--- config.mk ---
export PLATFORM = sky130hd
export DESIGN_NAME = dc_diffuse_ctrl
export DESIGN_NICKNAME = d
export VERILOG_FILES = /design/src/hw/dc_pkg.sv /design/src/hw/dc_diffuse_ctrl.sv
export SDC_FILE = /design/constraint.sdc
export NUM_CORES = 1
export LEC_CHECK = 0
export ABC_AREA = 1
export BUFFER_PORTS_ARGS = -buffer_cell sky130_fd_sc_hd__buf_4
export CAP_MARGIN = 20
export CORE_UTILIZATION = 30
export DETAILED_ROUTE_END_ITERATION = 6
export GPL_ROUTABILITY_DRIVEN = 0
export PLACE_DENSITY = 0.55
export SKIP_LAST_GASP = 1
export SYNTH_ARGS = -nofsm -noshare
export SYNTH_HDL_FRONTEND = slang
export SYNTH_SLANG_ARGS = --single-unit
export TNS_END_PERCENT = 50
--- constraint.sdc ---
create_clock -name clk -period 17.25 [get_ports clk]
set_clock_uncertainty 0.2 [all_clocks]
set_input_delay 0.8625 -clock clk [delete_from_list [all_inputs] [get_ports clk]]
set_output_delay 0.8625 -clock clk [all_outputs]
set_load 0.02 [all_outputs]
--- src/hw/dc_pkg.sv ---
// Chroma DC diffusion definitions
`default_nettype none

package dc_pkg;

    // --------------------------------------------------
    // Sizes
    // --------------------------------------------------
    localparam int QFIX            = 17;
    localparam int MAX_MB_COLS     = 64;
    localparam int IN_CREDITS      = 1;
    localparam int OUT_CREDITS_MAX = 4;

    typedef logic signed [15:0] coeff_t;
    typedef logic signed [7:0]  derr_t;
    typedef logic [5:0]         mb_col_t;
    typedef logic [$clog2(OUT_CREDITS_MAX + 1) - 1:0] credit_cnt_t;

    // --------------------------------------------------
    // Grouped signals
    // --------------------------------------------------
    typedef struct packed {
        logic [15:0] q;
        logic [15:0] iq;
        logic [31:0] bias;
        logic [31:0] zthresh;
    } quant_cfg_t;

    // Blocks in 2x2 order 0 1 / 2 3
    typedef struct packed {
        mb_col_t      mb_col;
        logic         first_row;
        coeff_t [3:0] u_dc;
        coeff_t [3:0] v_dc;
    } mb_in_t;

    typedef struct packed {
        coeff_t [3:0] u_level;
        coeff_t [3:0] v_level;
    } mb_out_t;

    typedef struct packed {
        derr_t u;
        derr_t v;
    } chan_err_t;

    typedef enum logic [2:0] {
        IDLE,
        LOAD,
        BLK0,
        BLK1,
        BLK2,
        BLK3,
        EMIT
    } ctrl_state_t;

endpackage

`default_nettype wire

--- src/hw/dc_diffuse_ctrl.sv ---
// Block sequencer for DC error diffusion
`timescale 1ns/1ps
`default_nettype none

module dc_diffuse_ctrl import dc_pkg::*; (
    input  logic      clk,
    input  logic      rst_n,
    input  logic      in_valid,
    input  mb_in_t    in_mb,
    output logic      in_credit,
    output logic      rd_en,
    output logic      wr_en,
    output logic      first_row,
    output mb_col_t   col,
    input  chan_err_t top_errs [2],
    input  chan_err_t left_errs [2],
    output chan_err_t new_top [2],
    output chan_err_t new_left [2],
    output logic      q_enable,
    output coeff_t    q_coeff_u,
    output coeff_t    q_coeff_v,
    output derr_t     q_top_u,
    output derr_t     q_left_u,
    output derr_t     q_top_v,
    output derr_t     q_left_v,
    input  coeff_t    q_level_u,
    input  coeff_t    q_level_v,
    input  derr_t     q_err_u,
    input  derr_t     q_err_v,
    output logic      result_push,
    output mb_out_t   result,
    input  logic      slot_free
);

    ctrl_state_t     state;
    ctrl_state_t     state_n;
    mb_in_t          mb_q;
    logic [1:0]      blk;
    logic [1:0]      cap_idx;
    chan_err_t       cur_err;
    chan_err_t       nb_top;
    chan_err_t       nb_left;
    chan_err_t [2:0] err_q;
    coeff_t [2:0]    u_lvl;
    coeff_t [2:0]    v_lvl;

    // --------------------------------------------------
    // State machine
    // --------------------------------------------------
    always_comb begin
        state_n = state;
        case (state)
            IDLE: begin
                if (in_valid) begin
                    state_n = LOAD;
                end
            end
            LOAD:    state_n = BLK0;
            BLK0:    state_n = BLK1;
            BLK1:    state_n = BLK2;
            BLK2:    state_n = BLK3;
            BLK3:    state_n = EMIT;
            EMIT: begin
                if (slot_free) begin
                    state_n = IDLE;
                end
            end
            default: state_n = IDLE;
        endcase
    end

    always_ff @(posedge clk or negedge rst_n) begin
        if (!rst_n) begin
            state <= IDLE;
        end else begin
            state <= state_n;
        end
    end

    always_ff @(posedge clk) begin
        if (state == IDLE && in_valid) begin
            mb_q <= in_mb;
        end
    end

    // --------------------------------------------------
    // Neighbour selection
    // --------------------------------------------------
    // Quantizer outputs hold the previous block
    assign cur_err = '{u: q_err_u, v: q_err_v};

    always_comb begin
        blk     = 2'd0;
        nb_top  = top_errs[0];
        nb_left = left_errs[0];
        case (state)
            BLK1: begin
                blk     = 2'd1;
                nb_top  = top_errs[1];
                nb_left = cur_err;
            end
            BLK2: begin
                blk     = 2'd2;
                nb_top  = err_q[0];
                nb_left = left_errs[1];
            end
            BLK3: begin
                blk     = 2'd3;
                nb_top  = err_q[1];
                nb_left = cur_err;
            end
            default: ;
        endcase
    end

    assign q_enable  = state inside {BLK0, BLK1, BLK2, BLK3};
    assign q_coeff_u = mb_q.u_dc[blk];
    assign q_coeff_v = mb_q.v_dc[blk];
    assign q_top_u   = nb_top.u;
    assign q_left_u  = nb_left.u;
    assign q_top_v   = nb_top.v;
    assign q_left_v  = nb_left.v;

    // Results of blocks 0 to 2 arrive one state late
    assign cap_idx = blk - 2'd1;

    always_ff @(posedge clk) begin
        if (state inside {BLK1, BLK2, BLK3}) begin
            err_q[cap_idx] <= cur_err;
            u_lvl[cap_idx] <= q_level_u;
            v_lvl[cap_idx] <= q_level_v;
        end
    end

    // --------------------------------------------------
    // Write back and hand off
    // --------------------------------------------------
    assign rd_en       = (state == LOAD);
    assign col         = mb_q.mb_col;
    assign first_row   = mb_q.first_row;
    assign result_push = (state == EMIT) && slot_free;
    assign wr_en       = result_push;
    assign in_credit   = result_push;

    assign new_top[0]  = err_q[2];
    assign new_top[1]  = cur_err;
    assign new_left[0] = err_q[1];
    assign new_left[1] = cur_err;

    assign result.u_level = {q_level_u, u_lvl};
    assign result.v_level = {q_level_v, v_lvl};

    a_one_in_flight: assert property (@(posedge clk) disable iff (!rst_n)
        in_valid |-> state == IDLE)
        else $error("macroblock arrived while another is in flight");

endmodule

`default_nettype wire

# == Word-level counts from Yosys, hierarchy flattened ==
# Cells that the tools add are included.
# word_totals
register_bits,282
latchBits,0
ram_bits,0
rom_bits,0
input_bits,251
out_inout_bits,268
mem_count,0
# classes
add_sub_neg,1
mul,0
div_mod_pow,0
n_lt_le_gt_ge,3
eq_ne,8
n_shift,0
mux,15
bitwise,0
n_reduce_logical,8
# ops
cell,n
48-bit bitwise mux,3
16-bit binary-select mux with 2-bit select,2
16-bit 2-to-1 mux,3
16-bit case mux with 3 select lines,1
16-bit demux with 2-bit select,1
16-bit case mux with 2 select lines,1
3-bit case mux with 7 select lines,1
"3-bit == test, second input constant",3
"3-bit by 2-bit == test with 1-bit output, second input constant",2
"2-bit by 3-bit less-than comparator with 1-bit output, second input constant",2
3-bit 2-to-1 mux,2
2-bit case mux with 3 select lines,1
"2-bit inequality test, second input constant",2
4-bit nonzero test,1
"3-bit by 1-bit == test with 1-bit output, second input constant",1
1-bit logical AND,3
3-bit logical NOT,1
3-bit nonzero test,1
"2-bit by 1-bit >= comparator with 1-bit output, second input constant",1
2-bit AND reduction,1
2-bit OR reduction,1
"2-bit by 1-bit subtractor with 2-bit output, second input constant",1

# == Logic depth before layout (Yosys ltp) ==
# Gate-level depths: netlist (run 1).
# depth
depth_word,8
mapped_depth,9
ltp_nobuf,7

# == Worst setup path before layout (run 1) ==
# Ideal clock, no wire load.
# synth_path
kind,input-to-reg
startpoint,in in_valid
endpoint,"reg mb_q, in the netlist col[0], enable pin"
setup_time_ns,0.960
arrival_ns,13.557
required_ns,16.090
setup_slack_ns,2.533
path_stages,2
cell_sequence,inv_1 nor4_1
# synth_via
elab_chain_cells,1
# synth_lines
item,line_no,rtl
from (decl),dc_diffuse_ctrl.sv:8,"input logic in_valid,"
1-bit logical AND,dc_diffuse_ctrl.sv:81,if (state == IDLE && in_valid) begin
to (signal assigned),dc_diffuse_ctrl.sv:82,mb_q <= in_mb;
to (decl),dc_diffuse_ctrl.sv:37,mb_in_t mb_q;
# Every way passes these cells.
# A chain may end at the register's enable or synchronous reset.

# == Worst setup path in the final report (run 1) ==
# layout_path
startpoint,reg state[2]
endpoint,out q_coeff_v[7]
# layout_via
elab_chain_cells,4
elab_cells_between_ends,6
classes_between,eq/ne (3); mux (3)
# layout_lines
item,line_no,rtl
from (decl),dc_diffuse_ctrl.sv:35,ctrl_state_t state;
from (signal assigned),dc_diffuse_ctrl.sv:76,state <= state_n;
3-bit == test or 3-bit by 2-bit == test with 1-bit output (tied branches),dc_diffuse_ctrl.sv:96,case (state)
2-bit case mux with 3 select lines (*),dc_diffuse_ctrl.sv:96,
16-bit binary-select mux with 2-bit select (*),dc_diffuse_ctrl.sv:118,assign q_coeff_v = mb_q.v_dc[blk];
16-bit 2-to-1 mux (implied by the code) (*),dc_diffuse_ctrl.sv:118,
to (decl),dc_diffuse_ctrl.sv:21,"output coeff_t q_coeff_v,"
# Every way passes the cells marked *; elsewhere a longest branch is shown, timed or not. The select of a mux whose other input is x is not followed.

==> flow_metrics.env, run 1 <==
export IMPL_hold_buffers=1
export IMPL_cp_max_fo=56
export IMPL_p_sw_mw=1.02
export IMPL_synth_warnings=0
export IMPL_path_clk_slew_ns=0.06
export IMPL_period_needed_ns=5.17
export IMPL_grt_util_all_layers=0.178
export IMPL_busiest_layer="met2"
export IMPL_rr_worst_depth=6
export IMPL_p_int_mw=1.65
export IMPL_clock_path_buffers=3
export IMPL_grt_pass1_vias=8514
export IMPL_setup_viol=0
export IMPL_cts_root_buf="clkbuf_16"
export IMPL_drv_slew=0
export IMPL_cts_tree="done"
export IMPL_hold_path_depth=1
export IMPL_seqPwrFrac=0.358
export IMPL_hold_path_class="input port to flip-flop"
export IMPL_synth_area_per_cell_um2=12.4
export IMPL_final_nets=1617
export IMPL_tightest_slew_ns=1.08
export IMPL_netlist_area_mm2=0.0118
export IMPL_swShare=0.380
export IMPL_globalRouteMet3Util=0.0531
export IMPL_antenna_found_initial=1
export IMPL_setup_tns_ns=0
export IMPL_clock_sinks=282
export IMPL_peakVddDrop_uv=104
export IMPL_finalHoldViolCount=0
export IMPL_h_tree_depth=1
export IMPL_critical_path_class="flip-flop to output pin"
export IMPL_setup_ws_ns=12.08
export IMPL_grt_pass1_wl_mm=53.3
export IMPL_crit_path_top_delay_cell="buf_4"
export IMPL_ant_nets=0
export IMPL_cts_post_setup_buffers_inserted=0
export IMPL_worstPathCellList="buf_4 -> inv_2 -> nand3_4 -> buf_4 -> inv_4 -> buf_4 -> nand2_1 -> nand2_1 -> nand2_1 -> nand2_1 -> buf_4"
export IMPL_fmax_ghz=0.193
export IMPL_ys_ff_latch=282
export IMPL_fillerInstances=3642
export IMPL_initial_core_util=0.305
export IMPL_drt_total_wl_mm=36.7
export IMPL_use_met2=0.322
export IMPL_wl_per_cell_um=19.2
export IMPL_port_buffers=518
export IMPL_finalCritPeriodShare=0.300
export IMPL_clk_latency_ns=0.55
export IMPL_cts_buffers=31
export IMPL_grt_overflow=0
export IMPL_area_growth_syn_to_layout_pct=38.6
export IMPL_die_h_um=201
export IMPL_syn_instance_count=952
export IMPL_cp_required_ns=16.19
export IMPL_critPathMaxStageDelay_ns=0.57
export IMPL_grt_setup_unrepaired="no"
export IMPL_cts_repair_resized=0
export IMPL_leakagePower_nw=7.30
export IMPL_drc=0
export IMPL_cp_data_arrival_time_ns=4.11
export IMPL_max_cap_violations=0
export IMPL_synth_nets=1203
export IMPL_power_frac_clock=0.238
export IMPL_ys_seq_area_frac=0.714
export IMPL_vias=8414
export IMPL_p_per_area_mw_per_mm2=163
export IMPL_synth_distinct_cells=23
export IMPL_status="complete, no violations"
export IMPL_dr_pass1_iters=4
export IMPL_slew_headroom=0.277
export IMPL_grt_max_degree=83
export IMPL_layout_drive_gt1_share=0.420
export IMPL_die_w_um=201
export IMPL_drt_iter0_drc=382
export IMPL_core_region_area_mm2=0.0388
export IMPL_grtUsageMet1=0.202
export IMPL_critPathCaptureType="output pin"
export IMPL_multi_input_area_mm2=0.00209
export IMPL_synthTopCellsByArea="edfxtp_1 71%, nand2_1 8.2%, buf_4 7.4%"
export IMPL_pin_count=519
export IMPL_synth_top_cell_area_share=0.708
export IMPL_placementRows=72
export IMPL_dpl_hpwl_mm=26.7
export IMPL_comb_power_share=0.404
export IMPL_yosysTopAreaCell="edfxtp_1"
export IMPL_die_area_mm2=0.0403
export IMPL_seqCellArea_mm2=0.00845
export IMPL_pre_cts_ws_ns=12.49
export IMPL_viasPerCell=4.41
export IMPL_cp_start_kind="flip-flop"
[area by class of cell]
| class | instances | share of cell area |
|---|---|---|
| Antenna cell | 1 | 0.000153 |
| Timing Repair Buffer | 527 | 0.241 |
| Tap cell | 518 | 0.0395 |
| Multi-Input combinational cell | 450 | 0.127 |
| Clock inverter | 18 | 0.0103 |
| Clock buffer | 38 | 0.0489 |
| Inverter | 74 | 0.0172 |
| Sequential cell | 282 | 0.515 |
[cells in the mapped netlist, drive strengths merged]
library cell	count
nor2	51
o211ai	33
edfxtp	279
buf	137
nor4	2
inv	73
dfrtp	3
nand2	262
clkinv	1
nand3b	32
a21oi	16
nand4	1
nand3	53
clkbuf	9
[through the flow]
step / cells / cell area, um^2 / total power, mW / hold WS, ns / util
global placement: 1850 / 15400 / 2.06 / 0.456 / 0.397
finish: 1908 / 16400 / 2.67 / 0.283 / 0.423
global route: 1908 / 16400 / 2.82 / 0.250 / 0.423
floorplan: 952 / 11800 / 1.64 / 0.367 / -
detailed placement: 1850 / 15400 / 2.07 / 0.457 / 0.397
CTS: 1907 / 16400 / 2.71 / 0.247 / 0.422
[path summary, 6_finish.rpt]
path	from	end	slack [ns]
setup reg to reg	state[2]	err_q[3]	13.58
hold reg to reg	state[1]	state[2]	0.58
hold / removal	in_mb[30]	mb_q[30]	0.28
max in group asynchronous	rst_n	state[2]	16.28
setup / recovery	state[2]	q_coeff_v[7]	12.08
min in group asynchronous	rst_n	state[1]	0.47
[power groups by stage]
| stage | clock network [mW] | registers, mW | logic (mW) |
|---|---|---|---|
| floorplan | 0 | 1.04 | 0.604 |
| global placement | 0 | 0.968 | 1.09 |
| detailed placement | 0 | 0.971 | 1.10 |
| CTS | 0.651 | 0.957 | 1.10 |
| global route | 0.678 | 0.967 | 1.17 |
| finish | 0.634 | 0.956 | 1.08 |
[registers in the layout, summed over array words and instances (netlist names)]
name,count
err_q,16
new_top,16
result,96
mb_q,128
first_row,1
col,6
state,3
new_left,16
[cells in the final DEF, fill, tap and decap left out]
cell type / count
nor2_4: 2
inv_6: 1
nand3b_1: 32
clkinv_4: 1
nand2_4: 2
edfxtp_1: 279
nor4_1: 1
buf_4: 526
nand3_4: 2
o211ai_1: 33
bufinv_16: 3
inv_2: 3
dfrtp_2: 1
dfrtp_1: 2
nor4_2: 1
dlygate4sd3_1: 1
diode_2: 1
clkbuf_16: 31
clkinvlp_4: 1
clkinv_2: 7
inv_1: 68
nand4_1: 1
clkbuf_1: 7
nand2_1: 260
clkinv_1: 6
nor2_1: 49
inv_4: 2
a21oi_1: 16
nand3_1: 51
[per-layer routing]
metal  wire (um)  part of all wire  up-vias
li1            -                 -     3968
met1       13900              0.38     4004
met2       18700              0.51      386
met3        3150             0.086       56
met4         890             0.024        0
met5           0                 0        -
[cell families after synthesis]
family,Yosys count,share of synthesized area
AOI/OAI and AO/OA,49,0.0277
DFF,282,0.714
and+or+nand+nor,401,0.148
buffers and inverters,220,0.111
[critical path, delay by kind of cell, from the launching register on]
kind	cells	cell delay [ns]
simple gates	5	0.86
buf+inv	6	2.23
flops	1	0.38
Power figures use the tool's default switching activity.
==> inputs of run 2 (changes only) <==
--- a/config.mk
+++ b/config.mk
@@ -11,7 +11,7 @@
 export CORE_UTILIZATION = 30
 export DETAILED_ROUTE_END_ITERATION = 6
 export GPL_ROUTABILITY_DRIVEN = 0
-export PLACE_DENSITY = 0.55
+export PLACE_DENSITY = 0.57
 export SKIP_LAST_GASP = 1
 export SYNTH_ARGS = -nofsm -noshare
 export SYNTH_HDL_FRONTEND = slang
==> constraint.sdc (replaced) <==
create_clock -name clk -period 4.7 [get_ports clk]
set_clock_uncertainty 0.2 [all_clocks]
set_input_delay 0.235 -clock clk [delete_from_list [all_inputs] [get_ports clk]]
set_output_delay 0.235 -clock clk [all_outputs]
set_load 0.02 [all_outputs]
==> run 2 against run 1 <==
  * Cell count increased by 10%
  * Via count increased by 9.3%
  * Worst setup slack got worse by 11 ns
  * Worst hold slack got worse by 0.090 ns
  * Core utilization increased by 5.1 points
  * Total power increased to 3.8 times the previous value
  * Sequential power increased to 3.7 times the previous value
  * Clock power increased to 3.9 times the previous value
  * Sequential share of layout area decreased by 5.6 points
  * Critical path type unchanged
  * Critical endpoint is now q_coeff_v[0]
==> flow_metrics.env, run 2 (synthesis gave the netlist of run 1 again) <==
export IMPL_die_w_um=201
export IMPL_grt_max_degree=81
export IMPL_initial_core_util=0.305
export IMPL_p_int_mw=6.30
export IMPL_final_common_cell="buf_4"
export IMPL_finalCritPeriodShare=0.796
export IMPL_cp_max_fo=66
export IMPL_grt_pass1_wl_mm=59.4
export IMPL_setup_ws_ns=0.958
export IMPL_cp_top_family="buffers and inverters"
export IMPL_status="complete, no violations"
export IMPL_ant_nets=0
export IMPL_fmax_ghz=0.267
export IMPL_cts_post_setup_buffers_inserted=0
export IMPL_clk_latency_ns=0.55
export IMPL_grt_pass1_vias=9465
export IMPL_placementRows=72
export IMPL_peakVddDrop_uv=427
export IMPL_vias=9200
export IMPL_crit_buf_inv=5
export IMPL_max_cap_violations=0
export IMPL_top_register="mb_q"
export IMPL_p_total_mw=10.1
export IMPL_mostFrequentLayoutCells="530 x buf_4, 279 x edfxtp_1, 260 x nand2_1"
export IMPL_wl_per_cell_um=19.2
export IMPL_grt_setup_unrepaired="no"
export IMPL_finalHoldViolCount=0
export IMPL_critical_path_class="flip-flop to output pin"
export IMPL_path_clk_slew_ns=0.06
export IMPL_dr_pass1_iters=5
export IMPL_comb_power_share=0.408
export IMPL_clock_path_buffers=3
export IMPL_cts_buffers=31
export IMPL_drt_iter0_drc=384
export IMPL_drt_total_wl_mm=40.4
export IMPL_p_sw_mw=3.82
export IMPL_critPathCaptureType="output pin"
export IMPL_hold_path_class="input port to flip-flop"
export IMPL_tightest_slew_ns=1.05
export IMPL_viasPerCell=4.38
export IMPL_r2r_slack_ns=2.03
export IMPL_power_frac_clock=0.243
export IMPL_area_growth_syn_to_layout_pct=55.4
export IMPL_die_area_mm2=0.0403
export IMPL_setup_viol=0
export IMPL_swShare=0.377
export IMPL_drc=0
export IMPL_h_tree_depth=1
export IMPL_critPathMaxStageDelay_ns=0.62
export IMPL_setup_tns_ns=0
export IMPL_worst_hold_slack_ns=0.193
export IMPL_layout_drive_gt1_share=0.373
export IMPL_pin_count=519
export IMPL_p_per_area_mw_per_mm2=550
export IMPL_pre_cts_ws_ns=1.57
export IMPL_die_h_um=201
export IMPL_crit_path_top_delay_cell="buf_4"
export IMPL_period_needed_ns=3.74
export IMPL_drv_slew=0
export IMPL_fillerInstances=3424
export IMPL_cts_tree="done"
export IMPL_clock_sinks=282
export IMPL_slew_headroom=0.299
export IMPL_final_nets=1809
export IMPL_cts_root_buf="clkbuf_16"
export IMPL_grt_util_all_layers=0.196
export IMPL_cp_required_ns=4.26
export IMPL_grt_overflow=0
export IMPL_seqPwrFrac=0.350
export IMPL_cp_data_arrival_time_ns=3.31
export IMPL_antenna_found_initial=3
export IMPL_cp_start_kind="flip-flop"
export IMPL_dpl_hpwl_mm=26.8
export IMPL_port_buffers=518
export IMPL_core_region_area_mm2=0.0388
export IMPL_worstPathCellList="inv_4 -> nand3_4 -> buf_4 -> nand2_1 -> inv_1 -> buf_4 -> nand2_1 -> nand2_1 -> buf_4"
export IMPL_largest_reg_flops=128
export IMPL_leakagePower_nw=8.14
-- run 2: path summary, 6_finish.rpt --
| kind | startpoint | end | cells past startpoint |
|---|---|---|---|
| worst min-delay path | in_mb[104] | mb_q[104] | 2 |
| min in group asynchronous | rst_n | state[0] | 3 |
| worst min register to register | state[1] | state[2] | 2 |
| worst max-delay path | state[1] | q_coeff_v[0] | 9 |
| worst max register to register | state[2] | mb_q[26] | 3 |
| max in group asynchronous | rst_n | state[2] | 3 |
-- run 2: through the flow --
stage                     area (um^2)  instances   util
after global placement          15500       1856  0.399
after detailed placement        15500       1856  0.399
final                           18400       2102  0.474
after floorplan                 11900        952      -
after global routing            18400       2102  0.474
after CTS                       18400       2099  0.474
-- run 2: worst reg2reg max path, cell delays in order (launching register included) --
cell	delay (ns)
dfrtp_2	0.63
buf_4	0.39
nor4_4	0.66
buf_4	0.45
-- run 2: what timing repair did --
action | CTS | global route
hold buffers | 187 | 0
gates resized for setup | 0 | 0
hold endpoints to repair | 288 | 0
-- run 2: power by group through the flow --
stage | clock, mW | combinational, mW | sequential, mW
floorplan | 0 | 2.24 | 3.72
global placement | 0 | 4.02 | 3.58
detailed placement | 0 | 4.04 | 3.59
CTS | 2.52 | 4.17 | 3.54
global route | 2.62 | 4.45 | 3.58
finish | 2.45 | 4.12 | 3.54
-- run 2: layout make-up --
type / instances / area, um^2 / share of cell area
sequential: 282 / 8450 / 0.460
timing repair buffer: 719 / 5890 / 0.320
multi-input combinational: 450 / 2100 / 0.114
clock buffer: 35 / 791 / 0.0430
tap: 518 / 648 / 0.0352
inverter: 74 / 283 / 0.0154
clock inverter: 21 / 224 / 0.0122
antenna: 3 / 7.51 / 0.000408
-- run 2: per-layer routing --
metal,track usage,routed length (um),vias to the layer above
li1,-,-,4351
met1,0.217,15000,4381
met2,0.362,21300,402
met3,0.0412,2610,66
met4,0.0791,1480,0
met5,0,0,-
==> inputs of run 3 (changes only) <==
--- a/config.mk
+++ b/config.mk
@@ -5,11 +5,12 @@
 export SDC_FILE = /design/constraint.sdc
 export NUM_CORES = 1
 export LEC_CHECK = 0
-export ABC_AREA = 1
+export ABC_AREA = 0
 export BUFFER_PORTS_ARGS = -buffer_cell sky130_fd_sc_hd__buf_4
 export CAP_MARGIN = 20
-export CORE_UTILIZATION = 30
+export CORE_AREA = 2 2 200 202
 export DETAILED_ROUTE_END_ITERATION = 6
+export DIE_AREA = 0 0 202 204
 export GPL_ROUTABILITY_DRIVEN = 0
 export PLACE_DENSITY = 0.57
 export SKIP_LAST_GASP = 1
==> constraint.sdc (replaced) <==
create_clock -name clk -period 3.1 [get_ports clk]
set_clock_uncertainty 0.2 [all_clocks]
set_input_delay 0.155 -clock clk [delete_from_list [all_inputs] [get_ports clk]]
set_output_delay 0.155 -clock clk [all_outputs]
set_load 0.02 [all_outputs]
==> run 3 against run 2 <==
  * Sequential power is 53% higher
  * Global-route usage shrank 1.9 points
  * First-iteration DRC count decreased by 4.4%
  * Synthesized area shrank 1.8%
  * Sequential share of layout area rose by 0.33 points
  * Synthesized cell count fell by 28%
  * Critical path depth fell by 5
==> flow_metrics.env, run 3 <==
export IMPL_status="complete, no violations"
export IMPL_setup_viol=0
export IMPL_grt_setup_unrepaired="no"
export IMPL_ant_nets=0
export IMPL_pre_cts_ws_ns=0.577
export IMPL_critical_path_class="flip-flop to output pin"
export IMPL_clock_sinks=282
export IMPL_yosysTopAreaCell="edfxtp_1"
export IMPL_port_buffers=518
export IMPL_final_common_cell="buf_4"
export IMPL_vias=8102
export IMPL_tightest_slew_ns=0.731
export IMPL_synthTopCellsByCount="279 x edfxtp_1, 105 x buf_4, 51 x nor2_1"
export IMPL_cp_data_arrival_time_ns=2.63
export IMPL_crit_path_top_delay_cell="dfrtp_4"
export IMPL_hold_path_depth=2
export IMPL_grt_pass1_vias=8471
export IMPL_final_nets=1544
export IMPL_drv_slew=0
export IMPL_grt_overflow=0
export IMPL_grt_pass1_wl_mm=54.5
export IMPL_clock_path_buffers=3
export IMPL_finalCritPeriodShare=0.962
export IMPL_synth_area_per_cell_um2=17.0
export IMPL_finalHoldViolCount=0
export IMPL_top_register="mb_q"
export IMPL_die_h_um=204
export IMPL_die_w_um=202
export IMPL_rr_worst_depth=3
export IMPL_h_tree_depth=1
export IMPL_critPathCaptureType="output pin"
export IMPL_drt_total_wl_mm=38.0
export IMPL_p_per_area_mw_per_mm2=840
export IMPL_crit_buf_inv=2
export IMPL_cts_buffers=30
export IMPL_syn_instance_count=685
export IMPL_period_needed_ns=2.98
export IMPL_synth_top_cell_area_share=0.720
export IMPL_cts_root_buf="clkbuf_16"
export IMPL_viasPerCell=4.39
export IMPL_dpl_hpwl_mm=26.9
export IMPL_dr_pass1_iters=4
export IMPL_wl_per_cell_um=20.6
export IMPL_largest_reg_flops=128
export IMPL_synth_edf_count=279
export IMPL_ys_ff_latch=282
export IMPL_cp_top_family="buffers and inverters"
export IMPL_clk_latency_ns=0.56
export IMPL_mostFrequentLayoutCells="526 x buf_4, 279 x edfxtp_1, 187 x dlygate4sd3_1"
export IMPL_synth_most_common_cell="edfxtp_1"
export IMPL_max_cap_violations=0
export IMPL_fin_util=0.467
export IMPL_synth_distinct_cells=28
export IMPL_area_growth_syn_to_layout_pct=57.1
export IMPL_drc=0
export IMPL_die_area_mm2=0.0412
export IMPL_slew_headroom=0.512
export IMPL_ys_flop_type="edfxtp_1"
export IMPL_setup_tns_ns=0
export IMPL_synthTopCellsByArea="edfxtp_1 72%, buf_4 6.8%, mux2i_1 4.1%"
export IMPL_fillerInstances=3350
export IMPL_synth_warnings=0
export IMPL_worstPathCellList="and3b_4 -> buf_4 -> a221o_1 -> buf_4"
export IMPL_cp_required_ns=2.74
export IMPL_antenna_found_initial=3
export IMPL_leakagePower_nw=7.47
export IMPL_drt_iter0_drc=367
export IMPL_grt_util_all_layers=0.177
export IMPL_critPathMaxStageDelay_ns=0.60
export IMPL_async_flop_share=0.0106
export IMPL_hold_path_class="input port to flip-flop"
export IMPL_synth_nets=936
export IMPL_cts_post_setup_buffers_inserted=0
export IMPL_pin_count=519
export IMPL_cp_max_fo=52
export IMPL_peakVddDrop_uv=615
export IMPL_ys_seq_area_frac=0.727
export IMPL_core_region_area_mm2=0.0392
export IMPL_initial_core_util=0.297
export IMPL_grt_max_degree=97
export IMPL_netlist_area_mm2=0.0116
export IMPL_layout_drive_gt1_share=0.470
export IMPL_fmax_ghz=0.335
export IMPL_setup_ws_ns=0.117
export IMPL_placementRows=73
export IMPL_cts_tree="done"
export IMPL_cp_start_kind="flip-flop"
export IMPL_cpMostUsedCell="buf_4"
export IMPL_path_clk_slew_ns=0.06
export IMPL_crit_cells=4
-- run 3: worst paths after layout --
| path | from | slack [ns] | end |
|---|---|---|---|
| worst min-delay path | in_mb[119] | 0.10 | mb_q[119] |
| worst max register to register | state[0] | 0.68 | mb_q[59] |
| max in group asynchronous | rst_n | 2.20 | state[2] |
| min in group asynchronous | rst_n | 0.33 | state[0] |
| worst max-delay path | state[2] | 0.12 | q_top_u[4] |
| worst min register to register | state[1] | 0.54 | state[0] |
-- run 3: area by class of cell --
| class | instances | area [um^2] | area share |
|---|---|---|---|
| sequential | 282 | 8460 | 0.463 |
| clock inverter | 19 | 200 | 0.0110 |
| inverter | 1 | 3.75 | 0.000205 |
| timing repair buffer | 718 | 5910 | 0.323 |
| antenna | 3 | 7.51 | 0.000411 |
| tap | 525 | 657 | 0.0359 |
| multi-input combinational | 260 | 2240 | 0.123 |
| clock buffer | 36 | 795 | 0.0435 |
-- run 3: routing by layer --
layer / share of wire / track usage
met3: 0.075 / 0.0482
met4: 0.023 / 0.0439
met1: 0.37 / 0.193
met2: 0.53 / 0.339
met5: 0 / 0
-- run 3: cell families (layout without fill, tap and decap cells) --
group           after synthesis  count (layout)  share of synthesized area
flops                       282             282                      0.727
buf+inv                     143             774                     0.0851
compound gates               99              99                     0.0723
mux                          80              80                     0.0820
simple gates                 80              80                     0.0326
xor+xnor                      1               1                    0.00140
other cells                   0               3                          0
-- run 3: timing repair --
action                     4_1_cts  5_1_grt
pin swaps                        0        0
hold buffers                   187        0
hold endpoints to repair       285        0
setup endpoints to repair        4       12
gates resized for setup          1        2
-- run 3: power breakdown --
part	total (mW)	internal, mW	switching (mW)
clock network	3.60	2.15	1.45
logic	6.33	2.71	3.62
registers	5.43	5.11	0.321
total	15.4	9.97	5.39
-- run 3: worst register-to-register path: cells and delay by family, from the launching register on --
family                 cells  cell delay, ns
buffers and inverters      2            0.64
flip-flops                 1            0.59
AND/OR/NAND/NOR            1            0.49
-- run 3: stage by stage --
step	power, mW	cell area [um^2]	std cells	hold WS (ns)
detailed placement	11.7	15400	1600	-0.249
global placement	11.7	15400	1600	-0.252
finish	15.4	18300	1844	0.102
floorplan	9.32	11700	685	-0.341
CTS	15.6	18300	1842	0.0668
global route	16.1	18300	1844	0.0840
